<file path="src/corebus_settings.svh">
//==================================================
// Sizes shared by the corebus slave cluster
// CB_TARGETS and CB_BANK_WORDS must be powers of two
//==================================================
`ifndef COREBUS_SETTINGS_SVH
`define COREBUS_SETTINGS_SVH

`define CB_ADDR_W      16  // Request address width
`define CB_DATA_W      32  // One data word per request
`define CB_ID_W        4   // Request id width

// Bank index sits in the top address bits, word offset in the low bits
`define CB_TARGETS     4
`define CB_BANK_WORDS  16

`define CB_FIFO_DEPTH  4   // Entries per FIFO

`endif

</file>
<file path="src/corebus_pkg.sv">
//==================================================
// Command and response types of the corebus cluster
//==================================================
`default_nettype none

`include "corebus_settings.svh"

package corebus_pkg;

  // bit[2] marks broadcast, bit[1] marks write, bit[0] marks non-posted
  typedef enum logic [2:0] {
    CB_READ                 = 3'b001,
    CB_WRITE                = 3'b010,
    CB_WRITE_NON_POSTED     = 3'b011,
    CB_BROADCAST            = 3'b110,
    CB_BROADCAST_NON_POSTED = 3'b111
  } corebus_command_type;

  typedef enum logic {
    CB_RESP_READ  = 1'b0,  // Carries data
    CB_RESP_WRITE = 1'b1   // Acknowledge only
  } corebus_response_type;

  // FIFO payloads inside the top level
  typedef struct packed {
    corebus_command_type    cmd;
    logic [`CB_ID_W-1:0]    id;
    logic [`CB_ADDR_W-1:0]  addr;
    logic [`CB_DATA_W-1:0]  data;
  } corebus_request;

  typedef struct packed {
    corebus_response_type   resp;
    logic [`CB_ID_W-1:0]    id;
    logic [`CB_DATA_W-1:0]  data;
  } corebus_response;

endpackage

`default_nettype wire

</file>
<file path="src/corebus_broadcast_forcer.sv">
//==================================================
// Purely combinational, adds no cycle to the path
//==================================================
`timescale 1ns/1ps
`default_nettype none

`include "corebus_settings.svh"

module corebus_broadcast_forcer
  import corebus_pkg::*;
#(
  parameter bit ENABLE_BROADCAST_NON_POSTED = 1'b0
)(
  input  var logic                   condition,
  // Upstream side
  input  var logic                   in_valid,
  input  var corebus_command_type    in_cmd,
  input  var logic [`CB_ID_W-1:0]    in_id,
  input  var logic [`CB_ADDR_W-1:0]  in_addr,
  input  var logic [`CB_DATA_W-1:0]  in_data,
  output var logic                   in_ready,
  // Downstream side
  output var logic                   out_valid,
  output var corebus_command_type    out_cmd,
  output var logic [`CB_ID_W-1:0]    out_id,
  output var logic [`CB_ADDR_W-1:0]  out_addr,
  output var logic [`CB_DATA_W-1:0]  out_data,
  input  var logic                   out_ready
);

  function automatic corebus_command_type get_cmd(
    corebus_command_type cmd,
    logic                force_broadcast
  );
    logic to_bc;
    logic to_bc_np;

    to_bc    = (cmd == CB_WRITE) && force_broadcast;
    to_bc_np = (cmd == CB_WRITE_NON_POSTED) && force_broadcast &&
               ENABLE_BROADCAST_NON_POSTED;
    if (to_bc) begin
      return CB_BROADCAST;
    end else if (to_bc_np) begin
      return CB_BROADCAST_NON_POSTED;
    end
    return cmd;  // Reads and all others unchanged
  endfunction

  always_comb begin
    in_ready  = out_ready;  // Ready flows backwards untouched
    out_valid = in_valid;
    out_cmd   = get_cmd(in_cmd, condition);
    out_id    = in_id;
    out_addr  = in_addr;
    out_data  = in_data;
  end

endmodule

`default_nettype wire

</file>
<file path="src/corebus_fifo.sv">
//==================================================
// Full FIFO still accepts a push when popped that cycle
// so push_ready depends on pop_ready combinationally
//==================================================
`timescale 1ns/1ps
`default_nettype none

`include "corebus_settings.svh"

module corebus_fifo #(
  parameter type payload_t = logic [7:0],
  parameter int  DEPTH     = `CB_FIFO_DEPTH
)(
  input  var logic     clk,
  input  var logic     rst_n,
  input  var logic     push_valid,
  input  var payload_t push_data,
  output var logic     push_ready,
  output var logic     pop_valid,
  output var payload_t pop_data,
  input  var logic     pop_ready
);

  localparam int PTR_W = (DEPTH > 1) ? $clog2(DEPTH) : 1;
  localparam int CNT_W = $clog2(DEPTH + 1);

  payload_t         mem [DEPTH];
  logic [PTR_W-1:0] wr_ptr;
  logic [PTR_W-1:0] rd_ptr;
  logic [CNT_W-1:0] count;
  logic             full;
  logic             empty;
  logic             push;
  logic             pop;

  function automatic logic [PTR_W-1:0] next_ptr(logic [PTR_W-1:0] ptr);
    if (ptr == PTR_W'(DEPTH - 1)) begin
      return '0;  // Wrap for any depth
    end
    return ptr + 1'b1;
  endfunction

  assign full       = (count == CNT_W'(DEPTH));
  assign empty      = (count == '0);
  assign push_ready = !full || pop_ready;
  assign pop_valid  = !empty;
  assign pop_data   = mem[rd_ptr];
  assign push       = push_valid && push_ready;
  assign pop        = pop_valid && pop_ready;

  always_ff @(posedge clk or negedge rst_n) begin
    if (!rst_n) begin
      wr_ptr <= '0;
      rd_ptr <= '0;
      count  <= '0;
    end else begin
      if (push) begin
        wr_ptr <= next_ptr(wr_ptr);
      end
      if (pop) begin
        rd_ptr <= next_ptr(rd_ptr);
      end
      case ({push, pop})
        2'b10:   count <= count + 1'b1;
        2'b01:   count <= count - 1'b1;
        default: count <= count;  // Idle or both at once
      endcase
    end
  end

  always_ff @(posedge clk) begin
    if (push) begin
      mem[wr_ptr] <= push_data;
    end
  end

endmodule

`default_nettype wire

</file>
<file path="src/corebus_target_array.sv">
//==================================================
// Address bits between bank index and word offset are ignored
// Only reads and non-posted commands produce a response
//==================================================
`timescale 1ns/1ps
`default_nettype none

`include "corebus_settings.svh"

module corebus_target_array
  import corebus_pkg::*;
(
  input  var logic                   clk,
  input  var logic                   rst_n,
  // Request side
  input  var logic                   req_valid,
  input  var corebus_command_type    req_cmd,
  input  var logic [`CB_ID_W-1:0]    req_id,
  input  var logic [`CB_ADDR_W-1:0]  req_addr,
  input  var logic [`CB_DATA_W-1:0]  req_data,
  output var logic                   req_ready,
  // Response side
  output var logic                   rsp_valid,
  output var corebus_response_type   rsp_type,
  output var logic [`CB_ID_W-1:0]    rsp_id,
  output var logic [`CB_DATA_W-1:0]  rsp_data,
  input  var logic                   rsp_ready
);

  localparam int BANK_W = $clog2(`CB_TARGETS);
  localparam int OFFS_W = $clog2(`CB_BANK_WORDS);

  logic [`CB_DATA_W-1:0] bank [`CB_TARGETS][`CB_BANK_WORDS];
  logic [BANK_W-1:0]     sel;
  logic [OFFS_W-1:0]     offs;
  logic                  accept;
  logic                  needs_rsp;
  logic                  is_read;

  assign sel    = req_addr[`CB_ADDR_W-1 -: BANK_W];  // Top bits pick the bank
  assign offs   = req_addr[OFFS_W-1:0];
  assign accept = req_valid && req_ready;

  // One condition gates both sides, response space is always checked
  assign req_ready = rsp_ready;

  always_comb begin
    is_read   = (req_cmd == CB_READ);
    needs_rsp = is_read ||
                (req_cmd == CB_WRITE_NON_POSTED) ||
                (req_cmd == CB_BROADCAST_NON_POSTED);
  end

  always_comb begin
    rsp_valid = req_valid && needs_rsp;
    rsp_type  = is_read ? CB_RESP_READ : CB_RESP_WRITE;
    rsp_id    = req_id;
    rsp_data  = is_read ? bank[sel][offs] : '0;  // Read sees the pre-edge word
  end

  always_ff @(posedge clk or negedge rst_n) begin
    if (!rst_n) begin
      for (int t = 0; t < `CB_TARGETS; t++) begin
        for (int w = 0; w < `CB_BANK_WORDS; w++) begin
          bank[t][w] <= '0;
        end
      end
    end else if (accept) begin
      case (req_cmd)
        CB_WRITE,
        CB_WRITE_NON_POSTED: begin
          bank[sel][offs] <= req_data;
        end
        CB_BROADCAST,
        CB_BROADCAST_NON_POSTED: begin
          // Same offset in every bank
          for (int t = 0; t < `CB_TARGETS; t++) begin
            bank[t][offs] <= req_data;
          end
        end
        default: begin
        end
      endcase
    end
  end

endmodule

`default_nettype wire

</file>
<file path="src/corebus_subsys.sv">
//==================================================
// Responses leave in request order, latency of 2 or more
// resp_ready reaches cmd_ready through a combinational path
//==================================================
`timescale 1ns/1ps
`default_nettype none

`include "corebus_settings.svh"

module corebus_subsys
  import corebus_pkg::*;
#(
  parameter bit ENABLE_BROADCAST_NON_POSTED = 1'b0
)(
  input  var logic                   clk,
  input  var logic                   rst_n,
  input  var logic                   condition,
  // Request channel
  input  var logic                   cmd_valid,
  input  var corebus_command_type    cmd,
  input  var logic [`CB_ID_W-1:0]    cmd_id,
  input  var logic [`CB_ADDR_W-1:0]  cmd_addr,
  input  var logic [`CB_DATA_W-1:0]  cmd_data,
  output var logic                   cmd_ready,
  // Response channel
  output var logic                   resp_valid,
  output var corebus_response_type   resp,
  output var logic [`CB_ID_W-1:0]    resp_id,
  output var logic [`CB_DATA_W-1:0]  resp_data,
  input  var logic                   resp_ready
);

  // Forcer to command FIFO
  logic            fwd_valid;
  logic            fwd_ready;
  corebus_request  fwd_req;
  // Command FIFO to target array
  logic            exe_valid;
  logic            exe_ready;
  corebus_request  exe_req;
  // Target array to response FIFO
  logic            rsp_push_valid;
  logic            rsp_push_ready;
  corebus_response rsp_push;
  corebus_response rsp_pop;

  corebus_broadcast_forcer #(
    .ENABLE_BROADCAST_NON_POSTED (ENABLE_BROADCAST_NON_POSTED)
  ) i_forcer (
    .condition (condition),
    .in_valid  (cmd_valid),
    .in_cmd    (cmd),
    .in_id     (cmd_id),
    .in_addr   (cmd_addr),
    .in_data   (cmd_data),
    .in_ready  (cmd_ready),
    .out_valid (fwd_valid),
    .out_cmd   (fwd_req.cmd),
    .out_id    (fwd_req.id),
    .out_addr  (fwd_req.addr),
    .out_data  (fwd_req.data),
    .out_ready (fwd_ready)
  );

  corebus_fifo #(
    .payload_t (corebus_request),
    .DEPTH     (`CB_FIFO_DEPTH)
  ) i_cmd_fifo (
    .clk        (clk),
    .rst_n      (rst_n),
    .push_valid (fwd_valid),
    .push_data  (fwd_req),
    .push_ready (fwd_ready),
    .pop_valid  (exe_valid),
    .pop_data   (exe_req),
    .pop_ready  (exe_ready)
  );

  corebus_target_array i_target_array (
    .clk       (clk),
    .rst_n     (rst_n),
    .req_valid (exe_valid),
    .req_cmd   (exe_req.cmd),
    .req_id    (exe_req.id),
    .req_addr  (exe_req.addr),
    .req_data  (exe_req.data),
    .req_ready (exe_ready),
    .rsp_valid (rsp_push_valid),
    .rsp_type  (rsp_push.resp),
    .rsp_id    (rsp_push.id),
    .rsp_data  (rsp_push.data),
    .rsp_ready (rsp_push_ready)
  );

  corebus_fifo #(
    .payload_t (corebus_response),
    .DEPTH     (`CB_FIFO_DEPTH)
  ) i_rsp_fifo (
    .clk        (clk),
    .rst_n      (rst_n),
    .push_valid (rsp_push_valid),
    .push_data  (rsp_push),
    .push_ready (rsp_push_ready),
    .pop_valid  (resp_valid),
    .pop_data   (rsp_pop),
    .pop_ready  (resp_ready)
  );

  // Unpack the response payload onto the loose ports
  assign resp      = rsp_pop.resp;
  assign resp_id   = rsp_pop.id;
  assign resp_data = rsp_pop.data;

endmodule

`default_nettype wire

</file>
<file path="config.mk">
export PLATFORM = sky130hd
export DESIGN_NAME = corebus_subsys
export DESIGN_NICKNAME = d
export VERILOG_FILES = /design/src/corebus_pkg.sv /design/src/corebus_broadcast_forcer.sv /design/src/corebus_fifo.sv /design/src/corebus_target_array.sv /design/src/corebus_subsys.sv
export VERILOG_INCLUDE_DIRS = /design/src
export SDC_FILE = /design/constraint.sdc
export NUM_CORES = 2
export LEC_CHECK = 0
export BUFFER_PORTS_ARGS = -buffer_cell sky130_fd_sc_hd__buf_4
export CAP_MARGIN = 10
export CORE_ASPECT_RATIO = 1.2
export CORE_UTILIZATION = 50
export CTS_CLUSTER_SIZE = 28
export DETAILED_ROUTE_END_ITERATION = 10
export PLACE_DENSITY = 0.65
export SLEW_MARGIN = 40
export SYNTH_ARGS = -nofsm -noshare
export SYNTH_HDL_FRONTEND = slang
export SYNTH_SLANG_ARGS = --single-unit
</file>
<file path="constraint.sdc">
create_clock -name clk -period 8.8 [get_ports clk]
set_clock_uncertainty 0.1 [all_clocks]
set_input_delay 1.32 -clock clk [delete_from_list [all_inputs] [get_ports clk]]
set_output_delay 1.32 -clock clk [all_outputs]
set_load 0.1 [all_outputs]
</file>
==> flow_summary.ini <==
[global_routing]
antenna_found_initial = 19
gr-usage-met2_pct = 49.5
met1_usage_pct = 41.4
grt_pass1_vias = 77000
gr-total-overflow = 0
grt_start_max_net_pins = 162
top_usage_layer = met2
grt_use_met3_pct = 5.76
grt_pass1_wl_um = 491000
track_usage_pct = 31.3

[logic_synthesis]
syn-mean-instance-area_um2 = 9.82
syn-cell-area_mm2 = 0.104
ys_top_cells_by_area = dfrtp_1 50%, nand2_1 12%, o21ai_0 9.9%
netlist_top_cells_count = 3208 x nand2_1, 2062 x dfrtp_1, 2058 x o21ai_0
yosysTopAreaCellShare_pct = 49.7
ys_seq_area_share_pct = 59.2
netlist_instances = 10600
synthArstFlopShare_pct = 86.3
synth-seq-cells = 2390
yosysWarnings = 0
ys_types = 69
synth_area_leader_cell = dfrtp_1
synth_edf_count = 328
synth_most_common_cell = nand2_1
synthFlopType = dfrtp_1
synth_nets = 10600

[final_layout]
fill_cells = 17700
final_area_mm2 = 0.115
layout-drive-gt1-share_pct = 9.66
area_growth_pct = 10.8
fin_util_pct = 55.9
nets = 10300
multiInputGateArea_mm2 = 0.0393
seq_area_mm2 = 0.0615
final_cells = 13200

[die]
dieWidth_um = 418
die_y_um = 501
dieArea_mm2 = 0.209
core-area_mm2 = 0.206
initial_core_util_pct = 50.5
io-pin-count = 99
num_rows = 182

[route]
dr.pass1.iters = 6
drc_errors = 0
ant_nets = 0
via_per_inst = 5.98
vias = 78700
wl_um = 325000
routedWlPerCell_um = 24.7
drt_iter0_drc = 7538

[clocking]
clk-insertion-delay-late_ns = 0.89
clk_pin_slew_ns = 0.06
cts_buffers = 230
post_cts_buffers = 0
clk_path_buf_depth = 3
htreeDepth = 4
holdBufCountCts = 0
clock-root-buffer = clkbuf_16
cts.sinks = 2390
cts_resized = 0
cts_tree = yes

[place]
dpl.hpwl_um = 195000
routabilityCongestion = 0.872
port_buffers = 88
dpl_cell_area_mm2 = 0.107
placedCellCount = 12700
pre_cts_ws_ns = 2.94

[setup_path]
cp.arrival_ns = 6.51
required_ns = 9.43
path_class = reg2reg
start_kind = register
worstPathMaxFanout = 40
end_kind = register

[timing]
relSlewSlack_pct = 32.0
setup_violations = 0
tightest_slew_ns = 1.02
fin_crit_ns = 5.88
min_period_over_period_pct = 66.8
tns_ns = 0
hold_viol_final = 0
rsz0062_at_grt = false
slew_viol_final = 0
clock.fmax_mhz = 170
postLayoutSetupSlackWorst_ns = 2.92

[run_status]
outcome = complete, no violations

[pwr]
p_leak_uw = 0.0506
ir_drop_mv = 0.529
power_density_mw_per_mm2 = 434

[run]
cap_violations = 0

[worst_hold_path]
hold_path.class = in2async
## cell usage in the layout, fill, tap and decap left out, drive strengths merged, types with 62 or more instances in the layout
cell	instances
nand2	3209
o21ai	2125
dfrtp	2062
mux2i	347
clkbuf	334
edfxtp	328
nand3	312
buf	308
a21oi	165
a211oi	156
and2	149
mux4	135
a31oi	101
nand2b	96
o22ai	62
## flip-flops by register name (all words and copies together) (netlist names)
| name | cells |
|---|---|
| i_cmd_fifo.rd_ptr | 2 |
| i_rsp_fifo.rd_ptr | 2 |
| i_rsp_fifo.count | 3 |
| i_rsp_fifo.wr_ptr | 2 |
| i_target_array.bank | 2048 |
| i_rsp_fifo.mem | 148 |
| i_cmd_fifo.wr_ptr | 2 |
| i_cmd_fifo.count | 3 |
| i_cmd_fifo.mem | 180 |
## per-layer routing
layer | wire [µm] | up-vias
li1 | - | 35500
met1 | 129000 | 39300
met2 | 150000 | 3186
met3 | 26700 | 716
met4 | 18500 | 14
met5 | 97 | -
## path summary, 6_finish.rpt
path                                                from                  endpoint  slack [ns]  cells after the start
worst max-delay path                i_cmd_fifo.rd_ptr[0]     i_rsp_fifo.mem[0][17]        2.92                     10
worst min-delay path                               rst_n  i_target_array.bank[817]        0.17                      1
worst max register to register      i_cmd_fifo.rd_ptr[0]     i_rsp_fifo.mem[0][17]        2.92                     10
worst min register to register  i_target_array.bank[197]  i_target_array.bank[197]        0.37                      2
max in group asynchronous                          rst_n  i_target_array.bank[101]        5.99                      5
min in group clk                i_target_array.bank[197]  i_target_array.bank[197]        0.37                      2
## area by class of cell
class                           instances  area share [%]
Clock buffer                          333            5.82
Multi-Input combinational cell       7254            34.2
Clock inverter                         96            1.04
Tap cell                             2760            3.00
Timing Repair Buffer                  309            2.46
Inverter                               15          0.0512
Sequential cell                      2390            53.5
Antenna cell                            4         0.00871
## logic make-up (layout without fill, tap and decap cells)
logic type,after synthesis,after routing,synth area share [%]
compound gates,2766,2766,14.5
xor+xnor,6,6,0.0506
fa+ha+maj,14,14,0.183
buf+inv,919,753,3.72
flops,2390,2390,59.2
mux,525,525,6.74
other cells,0,4,0
simple gates,3943,3943,15.6
## per-stage QoR
stage / power (µW) / hold WS (ns)
floorplan: 31500 / 0.342
global placement: 38600 / 0.353
detailed placement: 39400 / 0.362
CTS: 49600 / 0.339
global route: 52600 / 0.145
finish: 49900 / 0.167
## report_power, final
group / switching [µW] / leakage (µW) / internal [µW] / total (µW)
clock: 4360 / 0.00386 / 5920 / 10300
sequential: 2350 / 0.0301 / 16000 / 18300
combinational: 15100 / 0.0166 / 6180 / 21300
## critical path: stages, from the launching register on
cell     delay (ns)
dfrtp_4        0.92
mux4_2         0.92
buf_4          0.41
nor2b_4        0.27
nand2_1        0.71
buf_4          0.34
o22ai_1        0.15
nor4_1         0.79
nand2_1        0.47
a31oi_1        0.29
buf_4          0.25
Note: power is estimated with default switching activity, not from simulation.
